`config.mk`:
```
export PLATFORM = sky130hd
export DESIGN_NAME = executeStage
export DESIGN_NICKNAME = d
export VERILOG_FILES = /design/src/hw/cpuPkg.sv /design/src/hw/aluUnit.sv /design/src/hw/branchUnit.sv /design/src/hw/executeStage.sv
export SDC_FILE = /design/constraint.sdc
export NUM_CORES = 1
export LEC_CHECK = 0
export ABC_CLOCK_PERIOD_IN_PS = 7200
export BUFFER_PORTS_ARGS = -buffer_cell sky130_fd_sc_hd__buf_2
export CORE_MARGIN = 1
export CORE_UTILIZATION = 35
export CTS_BUF_LIST = sky130_fd_sc_hd__clkbuf_4 sky130_fd_sc_hd__clkbuf_8 sky130_fd_sc_hd__clkbuf_16
export DETAILED_ROUTE_END_ITERATION = 10
export SETUP_SLACK_MARGIN = 0.15
export SYNTH_ARGS = -nofsm -noshare
export SYNTH_HDL_FRONTEND = slang
export SYNTH_SLANG_ARGS = --single-unit
```
`constraint.sdc`:
```
create_clock -name clk -period 7.2 [get_ports clk]
set_input_delay 1.44 -clock clk [delete_from_list [all_inputs] [get_ports clk]]
set_output_delay 1.44 -clock clk [all_outputs]
set_load 0.05 [all_outputs]
```
`src/hw/cpuPkg.sv`:
```
`default_nettype none

package cpuPkg;

  localparam int dataBits  = 32;
  localparam int regNoBits = 4;
  localparam int hexBits   = 24;
  localparam int ledrBits  = 10;

  // ====================
  // Primary opcodes
  // ====================
  localparam logic [5:0] op1AluR = 6'b000000;
  localparam logic [5:0] op1Beq  = 6'b001000;
  localparam logic [5:0] op1Blt  = 6'b001001;
  localparam logic [5:0] op1Ble  = 6'b001010;
  localparam logic [5:0] op1Bne  = 6'b001011;
  localparam logic [5:0] op1Jal  = 6'b001100;
  localparam logic [5:0] op1Lw   = 6'b010010;
  localparam logic [5:0] op1Sw   = 6'b011010;
  localparam logic [5:0] op1Addi = 6'b100000;
  localparam logic [5:0] op1Andi = 6'b100100;
  localparam logic [5:0] op1Ori  = 6'b100101;
  localparam logic [5:0] op1Xori = 6'b100110;

  // ====================
  // Register ALU functions
  // ====================
  localparam logic [7:0] op2Eq   = 8'b00001000;
  localparam logic [7:0] op2Lt   = 8'b00001001;
  localparam logic [7:0] op2Le   = 8'b00001010;
  localparam logic [7:0] op2Ne   = 8'b00001011;
  localparam logic [7:0] op2Add  = 8'b00100000;
  localparam logic [7:0] op2And  = 8'b00100100;
  localparam logic [7:0] op2Or   = 8'b00100101;
  localparam logic [7:0] op2Xor  = 8'b00100110;
  localparam logic [7:0] op2Sub  = 8'b00101000;
  localparam logic [7:0] op2Nand = 8'b00101100;
  localparam logic [7:0] op2Nor  = 8'b00101101;
  localparam logic [7:0] op2Nxor = 8'b00101110;
  localparam logic [7:0] op2Rshf = 8'b00110000;
  localparam logic [7:0] op2Lshf = 8'b00110001;

  // Memory-mapped output registers
  localparam logic [dataBits-1:0] addrHex       = 32'hFFFFF000;
  localparam logic [dataBits-1:0] addrLedr      = 32'hFFFFF020;
  localparam logic [hexBits-1:0]  hexResetValue = 24'hFEDEAD;

  // Same word seen as register form or immediate form
  typedef union packed {
    struct packed {
      logic [5:0]           op1;
      logic [7:0]           op2;
      logic [5:0]           unused;
      logic [regNoBits-1:0] rd;
      logic [regNoBits-1:0] rs;
      logic [regNoBits-1:0] rt;
    } r;
    struct packed {
      logic [5:0]           op1;
      logic [1:0]           unused;
      logic [15:0]          imm;
      logic [regNoBits-1:0] rs;
      logic [regNoBits-1:0] rt;
    } i;
  } instrWord_t;

endpackage

`default_nettype wire

```
`src/hw/aluUnit.sv`:
```
`timescale 1ns/1ps
`default_nettype none

module aluUnit (
  input  wire [5:0]                   op1,
  input  wire [7:0]                   op2,
  input  wire [cpuPkg::dataBits-1:0]  opA,
  input  wire [cpuPkg::dataBits-1:0]  opB,
  input  wire [cpuPkg::dataBits-1:0]  imm,
  input  wire [cpuPkg::dataBits-1:0]  pcNext,
  output logic [cpuPkg::dataBits-1:0] result
);

  localparam int width = cpuPkg::dataBits;

  logic [width-1:0] regResult;

  // Comparisons are signed, shifts are logical
  always_comb begin
    case (op2)
      cpuPkg::op2Eq:   regResult = width'(opA == opB);
      cpuPkg::op2Lt:   regResult = width'($signed(opA) < $signed(opB));
      cpuPkg::op2Le:   regResult = width'($signed(opA) <= $signed(opB));
      cpuPkg::op2Ne:   regResult = width'(opA != opB);
      cpuPkg::op2Add:  regResult = opA + opB;
      cpuPkg::op2And:  regResult = opA & opB;
      cpuPkg::op2Or:   regResult = opA | opB;
      cpuPkg::op2Xor:  regResult = opA ^ opB;
      cpuPkg::op2Sub:  regResult = opA - opB;
      cpuPkg::op2Nand: regResult = ~(opA & opB);
      cpuPkg::op2Nor:  regResult = ~(opA | opB);
      cpuPkg::op2Nxor: regResult = opA ~^ opB;
      cpuPkg::op2Rshf: regResult = opA >> opB[$clog2(width)-1:0];
      cpuPkg::op2Lshf: regResult = opA << opB[$clog2(width)-1:0];
      default:         regResult = '0;
    endcase
  end

  always_comb begin
    case (op1)
      cpuPkg::op1AluR: result = regResult;
      cpuPkg::op1Lw,
      cpuPkg::op1Sw,
      cpuPkg::op1Addi: result = opA + imm;
      cpuPkg::op1Andi: result = opA & imm;
      cpuPkg::op1Ori:  result = opA | imm;
      cpuPkg::op1Xori: result = opA ^ imm;
      cpuPkg::op1Jal:  result = pcNext;  // link value
      default:         result = '0;
    endcase
  end

endmodule

`default_nettype wire

```
`src/hw/branchUnit.sv`:
```
`timescale 1ns/1ps
`default_nettype none

module branchUnit (
  input  wire [5:0]                   op1,
  input  wire                         isJal,
  input  wire [cpuPkg::dataBits-1:0]  opA,
  input  wire [cpuPkg::dataBits-1:0]  opB,
  input  wire [cpuPkg::dataBits-1:0]  imm,
  input  wire [cpuPkg::dataBits-1:0]  pcNext,
  output logic                        taken,
  output logic [cpuPkg::dataBits-1:0] target
);

  logic cond;

  always_comb begin
    case (op1)
      cpuPkg::op1Beq: cond = opA == opB;
      cpuPkg::op1Blt: cond = $signed(opA) < $signed(opB);
      cpuPkg::op1Ble: cond = $signed(opA) <= $signed(opB);
      cpuPkg::op1Bne: cond = opA != opB;
      default:        cond = 1'b0;
    endcase
  end

  assign taken = isJal || cond;

  // Offset counts words, JAL is relative to rs
  assign target = (isJal ? opA : pcNext) + {imm[cpuPkg::dataBits-3:0], 2'b00};

endmodule

`default_nettype wire

```
`src/hw/executeStage.sv`:
```
`timescale 1ns/1ps
`default_nettype none

module executeStage (
  input  wire                          clk,
  input  wire                          reset,
  input  wire [5:0]                    idOp1,
  input  wire [7:0]                    idOp2,
  input  wire [cpuPkg::dataBits-1:0]   idPc,
  input  wire [cpuPkg::dataBits-1:0]   idPcNext,
  input  wire [cpuPkg::dataBits-1:0]   idOpA,
  input  wire [cpuPkg::dataBits-1:0]   idOpB,
  input  wire [cpuPkg::dataBits-1:0]   idImm,
  input  wire [cpuPkg::regNoBits-1:0]  idWregNo,
  input  wire                          idIsBranch,
  input  wire                          idIsJal,
  input  wire                          idMemRead,
  input  wire                          idMemWrite,
  input  wire                          idWrReg,
  output logic [cpuPkg::dataBits-1:0]  exAluResult,
  output logic                         redirect,
  output logic [cpuPkg::dataBits-1:0]  redirectPc,
  output logic [cpuPkg::dataBits-1:0]  exStoreData,
  output logic [cpuPkg::regNoBits-1:0] exWregNo,
  output logic                         exWrReg,
  output logic                         exIsLoad,
  output logic                         exMemRead,
  output logic                         exMemWrite
);

  logic branchTaken;

  aluUnit alu (
    .op1    (idOp1),
    .op2    (idOp2),
    .opA    (idOpA),
    .opB    (idOpB),
    .imm    (idImm),
    .pcNext (idPcNext),
    .result (exAluResult)
  );

  branchUnit branch (
    .op1    (idOp1),
    .isJal  (idIsJal),
    .opA    (idOpA),
    .opB    (idOpB),
    .imm    (idImm),
    .pcNext (idPcNext),
    .taken  (branchTaken),
    .target (redirectPc)
  );

  // Only real control transfers may steer fetch
  assign redirect = (idIsBranch || idIsJal) && branchTaken;

  always_ff @(posedge clk or posedge reset) begin
    if (reset) begin
      exWregNo   <= '0;
      exWrReg    <= 1'b0;
      exMemRead  <= 1'b0;
      exMemWrite <= 1'b0;
    end else begin
      exWregNo   <= idWregNo;
      exWrReg    <= idWrReg;
      exMemRead  <= idMemRead;
      exMemWrite <= idMemWrite;
    end
  end

  always_ff @(posedge clk) begin
    exStoreData <= idOpB;
  end

  assign exIsLoad = exMemRead;

  redirectAligned: assert property (@(posedge clk) disable iff (reset)
    redirect |-> redirectPc[1:0] == 2'b00);

endmodule

`default_nettype wire

```
Yosys cells after proc, flatten, opt, wreduce, memory -nomap -nowiden --
Cells that the tools add are included.
Storage, ports and cells: bits in latches 0, register bits after elaboration 39, output and inout bits 105, bits in writable memories 0, bits in read-only memories 0, memories 0, input port bits 185
Operators by class: multiplexer cells 4, equality and inequality tests 27, add/sub/neg operators 4, $mul 0, div/mod/pow operators 0, shift-type cells 2, $lt $le $gt $ge 2, reduce and logical (&&, ||, !) cells 5, bitwise operators 9
Operators with widths (number):
- $pmux 32 s14 | 1
- $pmux 32 s6 | 1
- $add 32x32->32 | 3
- $eq 8x6->1 const B | 10
- $and 32x32->32 | 2
- $not 32->32 | 2
- $or 32x32->32 | 2
- $xor 32x32->32 | 2
- $eq 32x32->1 | 1
- $eq 8x4->1 const B | 4
- $le 32x32->1 | 1
- $lt 32x32->1 | 1
- $mux 32 | 1
- $ne 32x32->1 | 1
- $shl 32x5->32 | 1
- $shr 32x5->32 | 1
- $sub 32x32->32 | 1
- $xnor 32x32->32 | 1
- $eq 6x4->1 const B | 5
- $eq 6x6->1 const B | 4
- $eq 6x5->1 const B | 2
- $logic_not 6->1 | 1
- $pmux 1 s4 | 1
- $reduce_or 3->1 | 1
- 2 further kinds | 3

Depth between registers and ports, before layout --
word-level depth 4, mapped depth 17, depth with buffers taken out 14

Hierarchy --
From an unflattened synthesis, not the netlist that was laid out.
Unflattened totals: cells, all modules 2208, area, all modules 15753.9 µm²
By module, submodules not included:
- aluUnit | area each 12268.0 µm², seq. area each 0.0 µm², cells each 1807, instances 1
- branchUnit | area each 2651.3 µm², seq. area each 0.0 µm², cells each 359, instances 1
- executeStage | area each 834.6 µm², seq. area each 815.8 µm², cells each 42, instances 1

Least setup slack after synthesis --
OpenSTA, ideal clock, no wires.
path type input port to output port, start in idOpB[2] (netlist bit), end out exAluResult[13] (netlist bit), cell stages on the path 17, data arrival time 5.447 ns, path slack 0.313 ns, cells stage by stage clkbuf_1 inv_1 buf_2 buf_1 clkbuf_1 ha_1 buf_2 o21ai_0 o21ai_0 nand4_1 nand2_1 a21o_1 a211oi_1 a21oi_1 xnor2_1 a2111oi_0 o21ai_0
Between the ends: longest elaborated chain between the ends 3
Ends and longest elaborated chain:
- start: declaration | RTL line executeStage.sv:12 | input wire [cpuPkg::dataBits-1:0] idOpB,
- $sub 32x32->32 (tied with other cells) | RTL line aluUnit.sv:29 | cpuPkg::op2Sub: regResult = opA - opB;
- $pmux 32 s14 * | RTL line aluUnit.sv:20 | case (op2)
- $pmux 32 s6 * | RTL line aluUnit.sv:40 | case (op1)
- end: declaration | RTL line executeStage.sv:20 | output logic [cpuPkg::dataBits-1:0] exAluResult,
Mark *: on every way between the ends. The rest lies on a longest branch, timed or not.

Worst setup path after layout --
start in idOpB[4] (netlist bit), end out exAluResult[28] (netlist bit)
Same word-level chain as after synthesis.

==> results.md <==
* Post-DR vias/cell at approximately 6.2
* Crit-path max FO at 11
* WP data arrival at 5.46 ns
* Row count at 74
* CTS Sinks at 39
* DP Area at 16600 um^2
* Max Clk Rate at ~0.14 GHz
* Unique masters post-synth at 96
* CP Class: in -> out
* Number of flops mapped to enable cells by yosys at 0
* Total CTS buffers at 5
* Met3 Use GR at 4.59%
* Initial antenna violation count at 2
* Unrepaired setup endpoints after global routing: false
* Vias in the first global route at ~16000
* CTS tree: yes
* Final instance area at 16700 um^2
* CP bufs+invs at 3
* Final net count at between 2000 and 3000
* CTS Buffer Depth at 2
* Status: complete, no violations
* Final Setup Violations at 0
* Clk root buf: clkbuf_16
* Net count after synthesis at around 2500
* Fin. max-slew vios at 0
* Hold Path Class: in -> async
* First-pass detailed-route iteration total at 6
* Via count at 17600
* GR peak layer: met2
* Type of origin of the critical path: input pin
* Total power draw at 0.00199 W
* Power density cells at 119 nW/um^2
* Starting density of the core at 35.6%
* Post_cts resized at 0
* Final worst slack at 0.296 ns
* Worst setup EP type: output pin
* Netlist Area Pre-Place at 14600 um^2
* Wire per inst at 24.3 um
* Max-cap viol count at 0
* Slew @ Worst Pin at around 1.2 ns
* Final worst-path cycle share at 95.9%
* Worst Path Required at 5.76 ns
* Post-CTS Setup Repair Bufs at 0
* Async S/R FF share, synth at 17.9%
* Top-count cell post-synth: nor2_1
* Synth area leaders: ha_1 (16%), a21oi_1 (8.1%), mux2i_1 (6.7%), nor2_1 (6.6%), dfxtp_1 (4.4%)
* Post-layout minimum cycle time at 6.90 ns
* Synthesized area per cell at 6.94 um^2
* Cells after synthesis at 2100
* Post-synth top cells: nor2_1 (255), a21oi_1 (237), ha_1 (190), inv_1 (141), nand2_1 (128)
* Area leader, netlist: ha_1
* Die Y at a little over 200 um
* Maximum VDD drop at 0.120 mV
* Setup_tns at 0 ns
* Routed Antenna Nets at 0
* Final Hold Fails at 0
* Core area at 40900 um^2
* Top cell type's share of synthesized area at 16.3%
* Most frequently used flop master after synthesis: dfxtp_1
* Register bit total from synthesis at 39
* Area growth syn-to-layout at 14.8%
* Met1 usage at 43.3%
* Slew headroom at around 17%
* Largest net degree at the start of global routing at 72
* Max incr delay on CP at 0.55 ns
* CP most frequent cell: o21ai_0
* Final HPWL DP at between 50 and 60 mm
* Die Area at 42500 um^2
* Io pins at between 200 and 300
* Layout cells sized above 1 at 19.2%
* Family with the most delay on the worst path: compound AO/OA/AOI/OAI gates
* Post-route DRC violation count at 0
* Synth warn at 0
* Critical path's slowest cell: o21ai_0
* RePlAce Congestion at around 1
* Post-place setup slack at 0.431 ns
* Grt total ovfl at 0
* Sequential element share of the synthesized area at 5.60%
* DR iter-0 viols at around 2200
* H-tree Lvls at 2
* Total GRT Usage at 31.3%
* Die width at 206 um
* Lkg Pwr at 7.74 nW
* Hold Buf Count CTS at 0
* Met2 Resource Use GR at between 40 and 50%
* Reg clk slew, reported paths at 0.07 ns
* Buffers on Ports at 257
* Global-route wire length before repair at 100 mm
* Crit path cell chain: buf_2 -> inv_1 -> ha_1 -> o21ai_0 -> a21oi_1 -> o221ai_1 -> o21ai_0 -> o221ai_1 -> o21ai_0 -> a2bb2oi_1 -> xnor2_1 -> a21oi_1 -> o22ai_1 -> buf_2
* Fin util at 40.9%
* Final WL at 68.6 mm
## final timing paths
check,from,to,slack [ns],depth (start not counted)
hold / removal,reset,exWregNo[3],1.04,2
max in group asynchronous,reset,exWregNo[2],5.95,2
min in group clk,idWrReg,exWrReg,1.23,1
setup / recovery,idOpB[4],exAluResult[28],0.30,14
## report_power, final
part	leakage (nW)	switching (W)	total [W]	internal, W
sequential	0.352	0.00000223	0.000230	0.000228
clock	0.0844	0.000108	0.000273	0.000166
combinational	7.31	0.00101	0.00149	0.000485
total	7.74	0.00112	0.00199	0.000878
## per-layer routing
| metal | part of all wire (%) | up-vias |
|---|---|---|
| met4 | 3.2 | 2 |
| met3 | 9.1 | 103 |
| met5 | 0.013 | - |
| met2 | 44 | 961 |
| met1 | 44 | 8370 |
| li1 | - | 8119 |
## through the flow
step / hold WS [ns] / cells
global placement: 1.38 / 2821
finish: 1.04 / 2830
floorplan: 1.24 / 2100
CTS: 1.04 / 2829
global route: 1.07 / 2829
detailed placement: 1.39 / 2821
## state kept, by name (all words and copies together) (netlist names)
signal	flops
exIsLoad	1
exMemWrite	1
exStoreData	32
exWrReg	1
exWregNo	4
## final cells by class
class / count / area, um^2
fillers: 4359 / 24200
multi-input cells: 1771 / 12600
repair buffers: 334 / 1900
flip-flops and latches: 39 / 816
well taps: 532 / 666
inverters: 145 / 544
clock buffers: 5 / 125
clock inverters: 3 / 47.5
diodes: 1 / 2.50
## cell usage in the layout, fill, tap and decap left out, types with 37 or more instances in the layout
cell,instances
o21ai_0,126
ha_1,190
nand2_1,128
buf_2,254
inv_1,140
xnor2_1,56
o22ai_1,70
mux2_2,39
nor2_1,254
a21o_1,40
a21oi_1,237
buf_4,78
nand3_1,37
mux2i_1,97
## logic make-up (layout without fill, tap and decap cells)
family | after synthesis | in the layout | share of synthesized area (%)
compound gates | 741 | 741 | 32.8
simple gates | 600 | 600 | 19.2
buf+inv | 290 | 487 | 7.81
fa+ha+maj | 194 | 194 | 16.9
mux | 158 | 158 | 13.1
xor+xnor | 78 | 78 | 4.69
flops | 39 | 39 | 5.60
other cells | 0 | 1 | 0
Power figures use the tool's default switching activity.
