$ cat src/hw/cpuPkg.sv
`default_nettype none

package cpuPkg;

  localparam int dataBits  = 32;
  localparam int regNoBits = 4;
  localparam int hexBits   = 24;
  localparam int ledrBits  = 10;

  // ====================
  // Primary opcodes
  // ====================
  localparam logic [5:0] op1AluR = 6'b000000;
  localparam logic [5:0] op1Beq  = 6'b001000;
  localparam logic [5:0] op1Blt  = 6'b001001;
  localparam logic [5:0] op1Ble  = 6'b001010;
  localparam logic [5:0] op1Bne  = 6'b001011;
  localparam logic [5:0] op1Jal  = 6'b001100;
  localparam logic [5:0] op1Lw   = 6'b010010;
  localparam logic [5:0] op1Sw   = 6'b011010;
  localparam logic [5:0] op1Addi = 6'b100000;
  localparam logic [5:0] op1Andi = 6'b100100;
  localparam logic [5:0] op1Ori  = 6'b100101;
  localparam logic [5:0] op1Xori = 6'b100110;

  // ====================
  // Register ALU functions
  // ====================
  localparam logic [7:0] op2Eq   = 8'b00001000;
  localparam logic [7:0] op2Lt   = 8'b00001001;
  localparam logic [7:0] op2Le   = 8'b00001010;
  localparam logic [7:0] op2Ne   = 8'b00001011;
  localparam logic [7:0] op2Add  = 8'b00100000;
  localparam logic [7:0] op2And  = 8'b00100100;
  localparam logic [7:0] op2Or   = 8'b00100101;
  localparam logic [7:0] op2Xor  = 8'b00100110;
  localparam logic [7:0] op2Sub  = 8'b00101000;
  localparam logic [7:0] op2Nand = 8'b00101100;
  localparam logic [7:0] op2Nor  = 8'b00101101;
  localparam logic [7:0] op2Nxor = 8'b00101110;
  localparam logic [7:0] op2Rshf = 8'b00110000;
  localparam logic [7:0] op2Lshf = 8'b00110001;

  // Memory-mapped output registers
  localparam logic [dataBits-1:0] addrHex       = 32'hFFFFF000;
  localparam logic [dataBits-1:0] addrLedr      = 32'hFFFFF020;
  localparam logic [hexBits-1:0]  hexResetValue = 24'hFEDEAD;

  // Same word seen as register form or immediate form
  typedef union packed {
    struct packed {
      logic [5:0]           op1;
      logic [7:0]           op2;
      logic [5:0]           unused;
      logic [regNoBits-1:0] rd;
      logic [regNoBits-1:0] rs;
      logic [regNoBits-1:0] rt;
    } r;
    struct packed {
      logic [5:0]           op1;
      logic [1:0]           unused;
      logic [15:0]          imm;
      logic [regNoBits-1:0] rs;
      logic [regNoBits-1:0] rt;
    } i;
  } instrWord_t;

endpackage

`default_nettype wire

$ cat src/hw/decodeStage.sv
`timescale 1ns/1ps
`default_nettype none

module decodeStage (
  input  wire                          clk,
  input  wire                          reset,
  input  wire cpuPkg::instrWord_t      feInstr,
  input  wire [cpuPkg::dataBits-1:0]   fePc,
  input  wire [cpuPkg::dataBits-1:0]   fePcNext,
  output logic [cpuPkg::regNoBits-1:0] rsNo,
  output logic [cpuPkg::regNoBits-1:0] rtNo,
  input  wire [cpuPkg::dataBits-1:0]   rsValue,
  input  wire [cpuPkg::dataBits-1:0]   rtValue,
  input  wire [cpuPkg::dataBits-1:0]   exAluResult,
  input  wire [cpuPkg::dataBits-1:0]   memResult,
  input  wire                          exWrReg,
  input  wire                          exIsLoad,
  input  wire [cpuPkg::regNoBits-1:0]  exWregNo,
  input  wire                          redirect,
  output logic                         stall,
  output logic [5:0]                   idOp1,
  output logic [7:0]                   idOp2,
  output logic [cpuPkg::dataBits-1:0]  idPc,
  output logic [cpuPkg::dataBits-1:0]  idPcNext,
  output logic [cpuPkg::dataBits-1:0]  idOpA,
  output logic [cpuPkg::dataBits-1:0]  idOpB,
  output logic [cpuPkg::dataBits-1:0]  idImm,
  output logic [cpuPkg::regNoBits-1:0] idWregNo,
  output logic                         idIsBranch,
  output logic                         idIsJal,
  output logic                         idMemRead,
  output logic                         idMemWrite,
  output logic                         idWrReg
);

  logic [5:0]                   op1;
  logic                         isAluR, isBranch, isJal, isLoad, isStore, isImmAlu;
  logic                         isNop, useRt, wrReg, loadLatch;
  logic [cpuPkg::regNoBits-1:0] wregNo;
  logic [cpuPkg::dataBits-1:0]  immExt, opA, opB;

  // ====================
  // Decode
  // ====================
  assign op1    = feInstr.r.op1;
  assign rsNo   = feInstr.r.rs;
  assign rtNo   = feInstr.r.rt;
  assign immExt = {{16{feInstr.i.imm[15]}}, feInstr.i.imm};

  assign isAluR   = op1 == cpuPkg::op1AluR;
  assign isBranch = op1 inside {cpuPkg::op1Beq, cpuPkg::op1Blt, cpuPkg::op1Ble, cpuPkg::op1Bne};
  assign isJal    = op1 == cpuPkg::op1Jal;
  assign isLoad   = op1 == cpuPkg::op1Lw;
  assign isStore  = op1 == cpuPkg::op1Sw;
  assign isImmAlu = op1 inside {cpuPkg::op1Addi, cpuPkg::op1Andi, cpuPkg::op1Ori, cpuPkg::op1Xori};
  assign isNop    = feInstr == '0;

  // Register form writes rd and everything else writes rt
  assign wregNo = isAluR ? feInstr.r.rd : feInstr.r.rt;
  assign wrReg  = !(isBranch || isStore || isNop);
  assign useRt  = !(isJal || isLoad || isImmAlu);

  // ====================
  // Hazards
  // ====================
  // A load in execute has no data before the memory stage
  assign stall = idMemRead && idWrReg &&
                 (idWregNo == rsNo || (useRt && idWregNo == rtNo));

  // Youngest producer wins
  assign opA = (idWrReg && idWregNo == rsNo) ? exAluResult :
               (exWrReg && exWregNo == rsNo) ? memResult : rsValue;
  assign opB = (idWrReg && idWregNo == rtNo) ? exAluResult :
               (exWrReg && exWregNo == rtNo) ? memResult : rtValue;

  assign loadLatch = !(stall || redirect);

  // ====================
  // Decode latch
  // ====================
  always_ff @(posedge clk or posedge reset) begin
    if (reset) begin
      idOp1      <= '0;
      idIsBranch <= 1'b0;
      idIsJal    <= 1'b0;
      idMemRead  <= 1'b0;
      idMemWrite <= 1'b0;
      idWrReg    <= 1'b0;
    end else begin
      idOp1      <= loadLatch ? op1 : '0;
      idIsBranch <= loadLatch && isBranch;
      idIsJal    <= loadLatch && isJal;
      idMemRead  <= loadLatch && isLoad;
      idMemWrite <= loadLatch && isStore;
      idWrReg    <= loadLatch && wrReg;
    end
  end

  always_ff @(posedge clk) begin
    idOp2    <= feInstr.r.op2;
    idWregNo <= wregNo;
    idPc     <= fePc;
    idPcNext <= fePcNext;
    idOpA    <= opA;
    idOpB    <= opB;
    idImm    <= immExt;
  end

  // A load and a redirecting instruction never share the execute stage
  stallNotRedirect: assert property (@(posedge clk) disable iff (reset) !(stall && redirect));

endmodule

`default_nettype wire

$ cat config.mk
export PLATFORM = sky130hd
export DESIGN_NAME = decodeStage
export DESIGN_NICKNAME = d
export VERILOG_FILES = /design/src/hw/cpuPkg.sv /design/src/hw/decodeStage.sv
export SDC_FILE = /design/constraint.sdc
export NUM_CORES = 1
export LEC_CHECK = 0
export ABC_AREA = 1
export BUFFER_PORTS_ARGS = -buffer_cell sky130_fd_sc_hd__buf_4
export CORE_AREA = 3 3 166 168
export DETAILED_ROUTE_END_ITERATION = 16
export DIE_AREA = 0 0 169 171
export GPL_TIMING_DRIVEN = 0
export PLACE_DENSITY = 0.49
export SETUP_SLACK_MARGIN = 0.2
export SLEW_MARGIN = 20
export SYNTH_ARGS = -nofsm -noshare
export SYNTH_HDL_FRONTEND = slang
export SYNTH_SLANG_ARGS = --single-unit
$ cat constraint.sdc
create_clock -name clk -period 1.6 [get_ports clk]
set_clock_uncertainty 0.05 [all_clocks]
set_input_delay 0.16 -clock clk [delete_from_list [all_inputs] [get_ports clk]]
set_output_delay 0.16 -clock clk [all_outputs]
set_load 0.005 [all_outputs]
* Word level (Yosys, flattened, before mapping)
Cells that the tools add are included.
** Storage, ports and cells
- Register bits after elaboration :: 167
- Bits of input ports :: 233
- Output and inout port bits :: 192
- Logic and storage cells :: 59
** Cells by class
- Equality and inequality tests :: 15
- Multiplexer cells :: 6
- Reductions and logical operators :: 25
** Operators by type and width (count)
- 32-bit 2-to-1 mux :: 4
- 32-bit zero test :: 1
- 6-bit by 4-bit equality test with 1-bit output (second input constant) :: 5
- 6-bit equality test (second input constant) :: 4
- 4-bit equality test :: 4
- 6-bit by 5-bit equality test with 1-bit output (second input constant) :: 2
- 1-bit logical AND :: 12
- 4-bit nonzero test :: 2
- 6-bit zero test :: 1
- 1-bit logical OR :: 6
- 6-bit 2-to-1 mux :: 1
- 4-bit 2-to-1 mux :: 1
- 1-bit zero test :: 3

* Longest topological paths before layout
- Word-level depth :: 10
- Depth in mapped cells :: 11
- Mapped depth without buffers :: 10

* Least setup slack after synthesis
OpenSTA, ideal clock, no wires.
- Kind :: register to register
- From :: register idWregNo[1] (netlist bit)
- To :: register idIsJal
- Setup time :: 118 ps
- Arrival time :: 1126 ps
- Required time :: 1432 ps
- Slack :: 306 ps
- Cell stages (with the launch flop) :: 10
- Buffers on the path :: 1
- Period minus slack after synthesis :: 1294 ps
- Path through :: dfxtp_1 -> xnor2_1 -> nand2_1 -> nor2_1 -> nand2_1 -> nand2_1 -> nand2_2 -> nand2_2 -> buf_6 -> nor2_1
** On the way
- Cells in the longest elaborated chain, start to end :: 7
- Elaborated cells between the ends (all ways) :: 8
- Those cells by class :: 2 x eq/ne; 6 x reduce/logical
** RTL lines
- from (decl) :: RTL line decodeStage.sv:28 : output logic [cpuPkg::regNoBits-1:0] idWregNo,
- from (signal assigned) :: RTL line decodeStage.sv:101 : idWregNo <= wregNo;
- 4-bit equality test :: RTL line decodeStage.sv:68 : (idWregNo == rsNo || (useRt && idWregNo == rtNo));
- 1-bit logical AND :: RTL line decodeStage.sv:68
- 1-bit logical OR (*) :: RTL line decodeStage.sv:68
- 1-bit logical AND (*) :: RTL line decodeStage.sv:67 : assign stall = idMemRead && idWrReg &&
- 1-bit logical OR (*) :: RTL line decodeStage.sv:76 : assign loadLatch = !(stall || redirect);
- 1-bit zero test (*) :: RTL line decodeStage.sv:76
- 1-bit logical AND (*) :: RTL line decodeStage.sv:92 : idIsJal <= loadLatch && isJal;
- to (signal assigned) :: RTL line decodeStage.sv:92
- to (decl) :: RTL line decodeStage.sv:30 : output logic idIsJal,
Mark *: on every way between the ends. The rest lies on a longest branch, timed or not.

* Worst setup path in the final report
- From :: register idWregNo[0] (netlist bit)
- To :: output stall
** On the way
- Cells in the longest elaborated chain, start to end :: 4
- Elaborated cells between the ends (all ways) :: 5
- Those cells by class :: 2 x eq/ne; 3 x reduce/logical
** RTL lines
- 4-bit equality test :: RTL line decodeStage.sv:68
- 1-bit logical AND :: RTL line decodeStage.sv:68
- 1-bit logical OR (*) :: RTL line decodeStage.sv:68
- 1-bit logical AND (*) :: RTL line decodeStage.sv:67
- to (decl) :: RTL line decodeStage.sv:20 : output logic stall,
Marks and branches as above.

==> results.py <==
metrics = {
    "status": {
        "status": "finished, violations left",
        "violations": "negative setup slack",
    },
    "grt": {
        "grt_max_degree": 19,
        "gr-total-overflow": 0,
        "antenna_found_initial": 1,
        "gr-usage-all-layers_pct": 18.92,
        "grt_pass1_wl_um": 42340,
        "grt_pass1_vias": 7660,
    },
    "detailed_routing": {
        "drt-wirelength-per-cell_um": 16.30,
        "num_vias": 7347,
        "drtIter0Drc": 270,
        "routed-wl-met3_um": 1910,
        "routed.top_layer": "met4",
        "final_antenna_net_count": 0,
        "wl_met1_um": 11610,
        "vias_per_cell": 4.151,
        "drc_errors": 0,
        "wl_met2_um": 14580,
        "wirelength_um": 28850,
        "drt-pass1-iter-count": 4,
    },
    "logic_synthesis": {
        "ys_seq_elements": 161,
        "netlist_area_um2": 6202,
        "ys.flop_type": "dfxtp_1",
        "synth_top_cell_area_share_pct": 48.42,
        "synth_top_family_by_area": "simple AND/OR/NAND/NOR gates",
        "synthSimpleGateAreaFrac_pct": 29.78,
        "synth_cell_types": 24,
        "synth_edf_count": 0,
        "synthCells": 777,
        "synth_area_leaders": "dfxtp_1, nand2_1, inv_1, nand4_1, nand3_1",
        "ys_warn_count": 0,
        "synth_compound_gate_area_share_pct": 1.251,
        "synthMuxAreaShare_pct": 0,
        "ys_seq_area_share_pct": 52.85,
        "synthXorXnorAreaFrac_pct": 0.9885,
        "synth_fa_ha_area_share_pct": 0,
        "syn_avg_cell_area_um2": 7.982,
        "synthArstFlopShare_pct": 6.832,
        "syn-num-nets": 1010,
        "synth_area_leader_cell": "dfxtp_1",
    },
    "place": {
        "io_buffers": 423,
        "post-place-ws_ps": -112.4,
        "placed_area_um2": 9797,
        "dp_hpwl_um": 20720,
        "place_congestion": 0.8301,
    },
    "clocking": {
        "clk_pin_slew_ps": 70,
        "clock_sinks": 161,
        "root_buffer": "clkbuf_16",
        "cts_buffers": 17,
        "clk_latency_ps": 430,
        "cts_tree": "yes",
        "cts.htree.levels": 4,
        "clockBufferDepth": 2,
    },
    "worst_setup_path": {
        "cp_top_family": "simple AND/OR/NAND/NOR gates",
        "startpoint_type": "register",
        "cp_max_fo": 3,
        "crit_chain": "xor2_1 > nor3_2 > nand2_1 > nand2_1 > nand2_2 > inv_2 > buf_6",
        "cp-end-kind": "output port",
        "slowest_delay_ps": 360,
        "cp.required_ps": 1390,
        "crit_type": "reg2out",
        "worstPathArrival_ps": 1480,
        "critical_path_buf_inv_count": 2,
        "worst_path_most_repeated_cell": "nand2_1",
        "cp_slowest_cell": "dfxtp_4",
        "r2r_slack_ps": -30,
    },
    "sta": {
        "slew_violations": 0,
        "tightest_slew_ps": 477.5,
        "rsz0062_at_grt": "true",
        "maxSlewHeadroom_pct": 68.17,
        "holdWs_ps": 12.24,
        "fmax_ghz": 0.5903,
        "setup_viol": 23,
        "fin_crit_ps": 1694,
        "post-route-period-util_pct": 105.9,
        "setup_slack_ps": -94.13,
        "hold_viol_final": 0,
    },
    "worst_hold_path": {
        "min_path_type": "in2reg",
    },
    "final_layout": {
        "regArea_um2": 3294,
        "final_core_util_pct": 50.09,
        "drive_above_1_share_pct": 44.49,
        "areaGrowthSynthToFinish_pct": 110.5,
        "fin_area_um2": 13050,
        "fill_cells": 2447,
        "multiInputGateArea_um2": 2293,
        "fin_nets": 1654,
    },
    "floorplan": {
        "die_w_um": 169,
        "core_area_um2": 26060,
        "core.rowCount": 59,
        "initial_core_util_pct": 23.80,
        "die_h_um": 171,
        "die_area_um2": 28900,
        "ioPinCount": 425,
    },
    "run": {
        "drv_cap": 0,
    },
    "power_and_ir_drop": {
        "p_sw_mw": 2.929,
        "swShare_pct": 26.96,
        "clock_power_share_pct": 38.8,
        "power_frac_comb_pct": 20.9,
        "total_power_mw": 10.87,
        "p_leak_nw": 6.871,
        "ir_drop_uv": 544.4,
        "p_int_mw": 7.935,
        "power.density_cell_area_nw_per_um2": 832.3,
        "p_seq_share_pct": 40.3,
    },
}
## logic make-up after synthesis
group,after synthesis
xor gates and xnor gates,7
AOI/OAI and AO/OA,12
buffers and inverters,195
DFF,161
and+or+nand+nor,402
## cells in the mapped netlist, drive strengths merged (3+ instances only)
library cell,instances
nand2,221
xor2,3
buf,67
nor2,39
dfrtp,11
nand4,68
o21ai,8
xnor2,4
nand3,73
inv,126
dfxtp,150
## per-layer routing
metal / vias up / global-route usage, %
met5: - / 0
met4: 0 / 6.493
met3: 45 / 4.459
met2: 278 / 33.96
met1: 3340 / 22.19
li1: 3684 / -
## worst min-delay path, stage by stage
cell,delay (ps)
buf_4,80
inv_1,30
nand2_1,50
nand3_1,70
nand2_1,60
## state kept, by name, indices dropped and copies added (netlist names), 4 cells and up
name and cells:
idPc 32, idImm 10, idOpB 32, idOp2 8, idPcNext 32, idOp1 6
idOpA 32, idWregNo 4
## layout by cell type (no fill, tap or decap), types with 11 or more instances in the layout
cell type	instances
buf_4	445
dlygate4sd3_1	183
nand2_1	180
dfxtp_1	145
inv_1	118
nand4_1	68
nand3_1	51
nand2_2	27
buf_6	24
nor2_1	23
buf_2	21
nand3_2	20
clkbuf_16	18
nor2_2	16
nand2_4	12
dfrtp_1	11
## timing repair
action	in CTS	in global routing
hold endpoints to repair	171	0
endpoints found under the setup margin	90	80
pin swaps	37	19
hold buffers	183	0
buffers inserted	10	3
gates resized for setup	88	50
gates cloned	6	0
## cell type report
cell class	instances	area share (%)
Multi-Input combinational cell	421	17.57
Buffer	67	4.217
Timing Repair Buffer	625	41.39
Tap cell	335	3.211
Inverter	128	3.776
Antenna cell	1	0.01917
Sequential cell	161	25.24
Clock buffer	19	3.479
Clock inverter	13	1.102
## worst paths after layout
kind,from,endpoint,depth (start not counted)
worst min register to register,idWrReg,idOpB[31],3
worst min-delay path,rtValue[27],idOpB[27],5
min in group asynchronous,reset,idOp1[3],3
worst max-delay path,idWregNo[0],stall,7
max in group asynchronous,reset,idWrReg,3
worst max register to register,idWregNo[0],idOpB[10],11
## stage by stage
step	setup TNS (ps)	instances
2_1_floorplan	0	777
3_3_place_gp	-1385	1535
3_5_place_dp	-2159	1535
4_1_cts	-114.6	1766
5_1_grt	-4983	1770
6_report	-400.3	1770
## power by group through the flow
stage	logic (mW)	registers [mW]	clock network (mW)
CTS	2.23	4.38	4.36
detailed placement	1.73	4.47	0
finish	2.27	4.38	4.22
global placement	1.73	4.46	0
floorplan	0.533	4.50	0
global route	2.46	4.41	4.52
(Power assumes the default switching activity.)
