<file path="config.mk">
export PLATFORM = sky130hd
export DESIGN_NAME = fetchStage
export DESIGN_NICKNAME = d
export VERILOG_FILES = /design/src/hw/cpuPkg.sv /design/src/hw/fetchStage.sv
export SDC_FILE = /design/constraint.sdc
export NUM_CORES = 1
export LEC_CHECK = 0
export ABC_CLOCK_PERIOD_IN_PS = 5900
export BUFFER_PORTS_ARGS = -buffer_cell sky130_fd_sc_hd__buf_2
export CAP_MARGIN = 25
export CORE_MARGIN = 4
export CORE_UTILIZATION = 54
export DETAILED_ROUTE_END_ITERATION = 7
export PLACE_DENSITY = 0.95
export SLEW_MARGIN = 30
export SYNTH_ARGS = -nofsm -noshare
export SYNTH_HDL_FRONTEND = slang
export SYNTH_SLANG_ARGS = --single-unit
</file>
<file path="constraint.sdc">
create_clock -name clk -period 5.9 [get_ports clk]
set_input_delay 0.59 -clock clk [delete_from_list [all_inputs] [get_ports clk]]
set_output_delay 0.59 -clock clk [all_outputs]
set_load 0.01 [all_outputs]
</file>
<file path="src/hw/cpuPkg.sv">
`default_nettype none

package cpuPkg;

  localparam int dataBits  = 32;
  localparam int regNoBits = 4;
  localparam int hexBits   = 24;
  localparam int ledrBits  = 10;

  // ====================
  // Primary opcodes
  // ====================
  localparam logic [5:0] op1AluR = 6'b000000;
  localparam logic [5:0] op1Beq  = 6'b001000;
  localparam logic [5:0] op1Blt  = 6'b001001;
  localparam logic [5:0] op1Ble  = 6'b001010;
  localparam logic [5:0] op1Bne  = 6'b001011;
  localparam logic [5:0] op1Jal  = 6'b001100;
  localparam logic [5:0] op1Lw   = 6'b010010;
  localparam logic [5:0] op1Sw   = 6'b011010;
  localparam logic [5:0] op1Addi = 6'b100000;
  localparam logic [5:0] op1Andi = 6'b100100;
  localparam logic [5:0] op1Ori  = 6'b100101;
  localparam logic [5:0] op1Xori = 6'b100110;

  // ====================
  // Register ALU functions
  // ====================
  localparam logic [7:0] op2Eq   = 8'b00001000;
  localparam logic [7:0] op2Lt   = 8'b00001001;
  localparam logic [7:0] op2Le   = 8'b00001010;
  localparam logic [7:0] op2Ne   = 8'b00001011;
  localparam logic [7:0] op2Add  = 8'b00100000;
  localparam logic [7:0] op2And  = 8'b00100100;
  localparam logic [7:0] op2Or   = 8'b00100101;
  localparam logic [7:0] op2Xor  = 8'b00100110;
  localparam logic [7:0] op2Sub  = 8'b00101000;
  localparam logic [7:0] op2Nand = 8'b00101100;
  localparam logic [7:0] op2Nor  = 8'b00101101;
  localparam logic [7:0] op2Nxor = 8'b00101110;
  localparam logic [7:0] op2Rshf = 8'b00110000;
  localparam logic [7:0] op2Lshf = 8'b00110001;

  // Memory-mapped output registers
  localparam logic [dataBits-1:0] addrHex       = 32'hFFFFF000;
  localparam logic [dataBits-1:0] addrLedr      = 32'hFFFFF020;
  localparam logic [hexBits-1:0]  hexResetValue = 24'hFEDEAD;

  // Same word seen as register form or immediate form
  typedef union packed {
    struct packed {
      logic [5:0]           op1;
      logic [7:0]           op2;
      logic [5:0]           unused;
      logic [regNoBits-1:0] rd;
      logic [regNoBits-1:0] rs;
      logic [regNoBits-1:0] rt;
    } r;
    struct packed {
      logic [5:0]           op1;
      logic [1:0]           unused;
      logic [15:0]          imm;
      logic [regNoBits-1:0] rs;
      logic [regNoBits-1:0] rt;
    } i;
  } instrWord_t;

endpackage

`default_nettype wire

</file>
<file path="src/hw/fetchStage.sv">
`timescale 1ns/1ps
`default_nettype none

module fetchStage #(
  parameter logic [cpuPkg::dataBits-1:0] startPc = 32'h100
) (
  input  wire                         clk,
  input  wire                         reset,
  input  wire                         run,
  input  wire                         stall,
  input  wire                         redirect,
  input  wire [cpuPkg::dataBits-1:0]  redirectPc,
  output logic [cpuPkg::dataBits-1:0] fetchPc,
  input  wire [cpuPkg::dataBits-1:0]  fetchInstr,
  output logic [cpuPkg::dataBits-1:0] fePc,
  output logic [cpuPkg::dataBits-1:0] fePcNext,
  output cpuPkg::instrWord_t          feInstr
);

  logic [cpuPkg::dataBits-1:0] pcPlus4;

  assign pcPlus4 = fetchPc + 32'd4;

  // Held at the start address while a program is loaded
  always_ff @(posedge clk or posedge reset) begin
    if (reset) begin
      fetchPc <= startPc;
    end else if (!run) begin
      fetchPc <= startPc;
    end else if (redirect) begin
      fetchPc <= redirectPc;
    end else if (!stall) begin
      fetchPc <= pcPlus4;
    end
  end

  // An all-zero word in the fetch latch is a bubble
  always_ff @(posedge clk or posedge reset) begin
    if (reset) begin
      feInstr <= '0;
    end else if (redirect || !run) begin
      feInstr <= '0;
    end else if (!stall) begin
      feInstr <= fetchInstr;
    end
  end

  always_ff @(posedge clk) begin
    if (!stall) begin
      fePc     <= fetchPc;
      fePcNext <= pcPlus4;
    end
  end

endmodule

`default_nettype wire

</file>
Word level (Yosys, flattened, before mapping):

Index checks and enable logic that the tools add are counted.

* output and inout port bits: 128
* word-level logic and storage cells: 14
* register bits after elaboration: 128
* bits in latches: 0
* input bits: 69
* memories kept: 0
* bits in read-only memories: 0
* bits in writable memories: 0

* bitwise operators: 0
* multiplexer cells: 5
* add/sub/neg operators: 1
* shift-type cells: 0
* equality and inequality tests: 2
* multiply operators: 0
* reduce and logical (&&, ||, !) cells: 2
* $lt $le $gt $ge: 0
* div/mod/pow operators: 0

Operator list (number)
* $mux W32: 5
* $add A32 B3 Y32 const B: 1
* $ne A3 B2 Y1 const B: 1
* $ne A2 B1 Y1 const B: 1
* $logic_not A1 Y1: 1
* $logic_or A1 B1 Y1: 1

Longest topological paths before layout:

Gate-level depths: netlist (run 1).

* depth after elaboration: 4
* mapped depth: 6
* gate-level depth less buffers: 5

Worst setup path after synthesis (run 1):

OpenSTA, ideal clock, no wires.

* path type: input to register
* start: in stall
* end: reg fetchPc[17] (netlist bit)
* data arrival time: 2.400 ns
* setup slack: 3.372 ns
* buffers on the path: 0
* setup time: 0.128 ns
* data required time: 5.772 ns
* stages on the path: 4
* cells stage by stage: inv_1 > and3_1 > and4_1 > nor3_1

* longest elaborated chain between the ends: 1

Ends and longest elaborated chain
* from (decl): RTL line fetchStage.sv:10 `input wire stall,`
* $ne A3 B2 Y1 (no line)
* to (signal assigned): RTL line fetchStage.sv:27 `fetchPc <= startPc;`
* to (signal assigned): RTL line fetchStage.sv:29 `fetchPc <= startPc;`
* to (signal assigned): RTL line fetchStage.sv:31 `fetchPc <= redirectPc;`
* to (decl): RTL line fetchStage.sv:13 `output logic [cpuPkg::dataBits-1:0] fetchPc,`

Every way passes these cells.
A chain may end at the register's enable or synchronous reset.

Worst setup path after layout (run 1):

* start: reg fetchPc[2] (netlist bit)
* end: reg fetchPc[20] (netlist bit)

* longest elaborated chain between the ends: 4

Ends and longest elaborated chain
* $add A32 B3 Y32: RTL line fetchStage.sv:22 `assign pcPlus4 = fetchPc + 32'd4;`
* $mux W32: RTL line fetchStage.sv:32 `end else if (!stall) begin`
* $mux W32: RTL line fetchStage.sv:30 `end else if (redirect) begin`
* $mux W32: RTL line fetchStage.sv:28 `end else if (!run) begin`

Every way passes these cells. The select of a mux whose other input is x is not followed.

==> results of run 1 <==
## worst min-delay path, delay by kind of cell
family	cells	cell delay (ns)
buffers and inverters	3	0.76
## power by group through the flow
stage                     Clock, mW  Sequential (mW)  Combinational (mW)
final                         0.971             1.03               0.212
after detailed placement          0             1.05               0.213
after global placement            0             1.04               0.204
after global routing           1.03             1.04               0.233
after floorplan                   0             1.05               0.111
after CTS                     0.988             1.03               0.214
## final timing paths
check,from,endpoint
hold reg to reg,fetchPc[0],fePc[0]
max in group asynchronous,reset,fetchPc[11]
setup / recovery,fetchPc[2],fetchPc[20]
hold / removal,reset,feInstr[11]
min in group clk,fetchInstr[25],feInstr[25]
setup reg to reg,fetchPc[2],fetchPc[20]
## layout make-up
| class | instances | area share, % |
|---|---|---|
| multi-input cells | 304 | 28.2 |
| inverters | 11 | 0.566 |
| well taps | 136 | 2.33 |
| flip-flops and latches | 126 | 47.5 |
| clock inverters | 9 | 1.13 |
| clock buffers | 23 | 6.55 |
| repair buffers | 199 | 13.8 |
## per-layer routing
metal	global-route usage [%]	vias to the layer above	share of wire, %
li1	-	2105	-
met1	30.7	2248	38
met2	39.2	309	47
met3	9.78	41	11
met4	12.2	2	2.9
met5	0	-	0.085
## kinds of logic after synthesis
| family | after synthesis | share of synthesized area, % |
|---|---|---|
| multiplexers | 36 | 6.24 |
| AND/OR/NAND/NOR | 165 | 16.1 |
| XOR/XNOR | 40 | 6.06 |
| flip-flops | 126 | 60.0 |
| adder cells (fa/ha/maj) | 1 | 0.217 |
| buffers and inverters | 51 | 4.63 |
| AO/OA/AOI/OAI | 62 | 6.80 |
## cells in the final DEF, fill, tap and decap left out, types with 4 or more instances in the layout
cell	synthesis	routed
and4_1	8	8
dfrtp_1	63	63
xor2_1	11	11
nor2b_1	4	4
inv_1	11	8
edfxtp_1	62	62
nor3_1	12	12
or3_1	5	5
o21ai_0	24	24
and3_1	4	4
nor2_1	50	50
a311oi_1	4	4
nand3_1	13	13
a31oi_1	5	5
mux2i_1	36	36
xnor2_1	29	29
a211oi_1	4	4
nor4_1	10	10
nand2_1	20	19
nand4_1	13	13
nand2b_1	5	5
buf_2	6	196
clkbuf_16	0	17
a21oi_1	12	12
## registers in the layout, summed over array words and instances (netlist names)
| register | cells |
|---|---|
| feInstr | 32 |
| fePc | 32 |
| fetchPc | 32 |
| fePcNext | 30 |
## per-stage QoR
step	cell area (um^2)	power, mW	cells
6_report	7300	2.21	808
5_1_grt	7300	2.31	808
4_1_cts	7290	2.23	808
3_5_place_dp	6730	1.26	776
3_3_place_gp	6720	1.25	776
2_1_floorplan	5780	1.16	481
==> impl_metrics.toml, run 1 <==
[timing]
setup_tns_ns = 0
fin_ws_ns = 3.50
holdWs_ns = 0.311
worst_slew_pin_slew_ns = 0.872
timing.final.crit_share_pct = 40.7
fmax_mhz = 417
setup_viol = 0
relSlewSlack_pct = 41.4
skew_ns = 0.00856
fin_crit_ns = 2.40
slew_viol_final = 0
rsz0062_at_grt = "no"
hold_violations = 0

[critical_path]
path_class = "reg2reg"
crit_fanout = 8
slowest_stage = "nor4_1"
reg2reg_slack_ns = 3.50
path_cells = "ha_1 -> nand4_2 -> nor4_1 -> a31o_2 -> a31oi_1"
path_delay_family = "simple AND/OR/NAND/NOR gates"
cp.buffers_inverters = 0
required_ns = 6.26
crit_arrival_ns = 2.75
start_kind = "flip-flop"
end_kind = "flip-flop"
cp.depth = 5
reg2reg_depth = 5
max_stage_delay_ns = 0.80

[route]
totalWireLength_mm = 15.3
drt.antenna.violating_nets = 0
remaining_drc_errors = 0
drtIter0Drc = 348
dr.pass1.iters = 5
vias = 4705
vias_per_cell = 5.82
post_drt_wl_per_cell_um = 18.9

[global_routing]
antenna_found_initial = 1
overflow = 0
grt_max_degree = 65
globalRouteTotalUtil_pct = 25.1
grt_pass1_vias = 4887
grt_pass1_wl_mm = 24.9

[synth]
syn_inst = 481
yosysMostFrequentCell = "dfrtp_1"
async_reset_ff_share_pct = 50.8
synth_flop_cell = "dfrtp_1"
yosysUniqueCellTypes = 54
synth_top_area_share_pct = 32.2
ys_ff_latch = 126
synth_edf_count = 62
synthesis.area_um2 = 5780
synthTopCellsByCount = "63 x dfrtp_1, 62 x edfxtp_1, 50 x nor2_1"
synth_area_leaders = "edfxtp_1 32%, dfrtp_1 27%, mux2i_1 6.2%"
synth_area_leader_cell = "edfxtp_1"
ys_warn_count = 0
synth_nets = 551
syn_avg_cell_area_um2 = 12.0
ys_seq_area_share_pct = 60.0

[floorplan]
die_area_um2 = 12400
io-pin-count = 197
die_w_um = 111
dieHeight_um = 111
core-area_um2 = 10400
initial_utilization_pct = 55.7
rows = 37

[place]
post-place-ws_ns = 2.69
portBuffers = 196
place_congestion = 0.934
hpwl_mm = 10.6

[layout]
antenna_cells = 0
layout-drive-gt1-share_pct = 36.3
syn_to_final_growth_pct = 26.3
multi_input_area_um2 = 2060
nets = 729
num-fill-cells = 719
regArea_um2 = 3460
final_core_util_pct = 70.4

[clock_tree]
clockBufferDepth = 2
clock_latency_ns = 0.51
cts_max_level = 4
path_clk_slew_ns = 0.06
cts_setup_buffers = 0
cts_hold_buf = 0
cts_tree = "done"
ctsResizeCount = 0
numCtsBuffers = 17
clkSinkCount = 126
cts_root_buf = "clkbuf_8"

[pwr]
intPower_mw = 1.68
powerDensity_nw_per_um2 = 303
p_seq_share_pct = 46.6
pwr-share-clk_pct = 43.9
swShare_pct = 24.3
total_leakage_power_nw = 3.37
p_switching_mw = 0.539
combPwrFrac_pct = 9.6
irDropWorstVdd_uv = 148

[job]
maxCapViolCount = 0

[status]
status = "completed"

[hold_path]
hold_path.class = "in2async"
No activity file was read; power rests on OpenSTA's default activity.
==> inputs of run 2 (changes only) <==
- ABC_CLOCK_PERIOD_IN_PS: 5900 -> 2250
- CORE_UTILIZATION: 54 -> 50
- PLACE_DENSITY: 0.95 -> 0.9
- clock period: 5.9 -> 2.25 ns (I/O delays scaled with it)
==> impl_metrics.toml, run 2 (synthesis gave the netlist of run 1 again) <==
[clock_tree]
clockBufferDepth = 2
cts_tree = "done"
clkSinkCount = 126
cts_setup_buffers = 0
clock_latency_ns = 0.41
path_clk_slew_ns = 0.06
cts_root_buf = "clkbuf_16"
numCtsBuffers = 17
cts_max_level = 4

[layout]
reg_top3 = "feInstr x32, fePc x32, fetchPc x32"
syn_to_final_growth_pct = 30.9
final_core_util_pct = 68.3
layout-drive-gt1-share_pct = 38.6
mostFrequentLayoutCells = "196 x buf_2, 63 x dfrtp_1, 62 x edfxtp_1"
antenna_cells = 0
nets = 757
layout_commonest_cell = "buf_2"
final_area_um2 = 7560

[timing]
relSlewSlack_pct = 61.9
setup_tns_ns = 0
worst_slew_pin_slew_ns = 0.569
timing.final.crit_share_pct = 90.4
fin_ws_ns = 0.216
fmax_mhz = 492
rsz0062_at_grt = "no"
slew_viol_final = 0
setup_viol = 0
hold_violations = 0
skew_ns = 0.00803
holdWs_ns = 0.0517
fin_crit_ns = 2.03

[floorplan]
core-area_um2 = 11100
rows = 38
die_area_um2 = 13300
initial_utilization_pct = 52.1
dieHeight_um = 115
die_w_um = 115
io-pin-count = 197

[hold_path]
hold_path.class = "in2reg"
worstHoldPathCells = 2
hold-path-endpoint = "fetchPc[8]"
hold_start = "redirectPc[8]"

[critical_path]
reg2reg_from = "fetchPc[15]"
r2r-end = "fetchPc[24]"
reg2reg_depth = 4
crit_fanout = 10
end_kind = "flip-flop"
crit_arrival_ns = 2.33
required_ns = 2.55
path_class = "reg2reg"
start_kind = "flip-flop"
reg2reg_slack_ns = 0.22

[job]
maxCapViolCount = 0

[place]
postPlaceCellArea_um2 = 6940
place_congestion = 0.901
portBuffers = 196
post-place-ws_ns = 0.243
hpwl_mm = 11.3

[route]
drt.antenna.violating_nets = 0
vias_per_cell = 5.66
drtIter0Drc = 332
post_drt_wl_per_cell_um = 18.7
remaining_drc_errors = 0
dr.pass1.iters = 4
totalWireLength_mm = 15.7
vias = 4753

[pwr]
p_seq_share_pct = 44.5
p_switching_mw = 1.44
combPwrFrac_pct = 10.4
irDropWorstVdd_uv = 383
swShare_pct = 24.0
pwr-share-clk_pct = 45.1
intPower_mw = 4.57
total_leakage_power_nw = 3.52
powerDensity_nw_per_um2 = 794

[global_routing]
overflow = 0
grt_max_degree = 52
grt_pass1_vias = 4757
grt_pass1_wl_mm = 24.6
antenna_found_initial = 0
globalRouteTotalUtil_pct = 24.0

[status]
status = "completed"
run 2: cell type report:
type,count,area [um^2]
tap,140,175
fill,823,3520
clock inverter,7,46.3
multi-input combinational,304,2040
inverter,11,41.3
sequential,126,3460
timing repair buffer,227,1230
clock buffer,25,561
run 2: through the flow:
stage	instances	power, mW
after floorplan	481	3.05
after global placement	807	3.31
after detailed placement	807	3.34
after CTS	840	6.05
after global routing	840	6.22
final	840	6.00
run 2: power by group through the flow:
stage          registers (mW)  logic (mW)  clock network [mW]
2_1_floorplan            2.76       0.291                   0
3_3_place_gp             2.71       0.607                   0
3_5_place_dp             2.72       0.627                   0
4_1_cts                  2.67       0.631                2.75
5_1_grt                  2.69       0.684                2.84
6_report                 2.67       0.625                2.71
run 2: routing by layer:
metal / GRT usage (%) / part of all wire (%)
met1: 28.1 / 37
met2: 40.1 / 49
met3: 7.00 / 11
met4: 12.4 / 3.7
met5: 0 / 0
run 2: worst max-delay path by stage:
stage / startpoint / to / slack, ns
floorplan: stall / fetchPc[17] / 0.09
global placement: fetchPc[15] / fetchPc[24] / 0.32
detailed placement: fetchPc[15] / fetchPc[24] / 0.24
CTS: fetchPc[15] / fetchPc[24] / 0.23
global route: fetchPc[4] / fetchPc[27] / 0.11
finish: fetchPc[15] / fetchPc[24] / 0.22
run 2: what timing repair did:
action	in CTS	in global routing
gates resized for setup	0	0
endpoints found under the hold margin	8	0
hold buffers	1	0
run 2: worst max-delay path: stages (launching register included):
cell,delay (ns)
dfrtp_1,0.51
nand2_1,0.18
or4_1,0.60
o31a_1,0.31
o311a_1,0.32
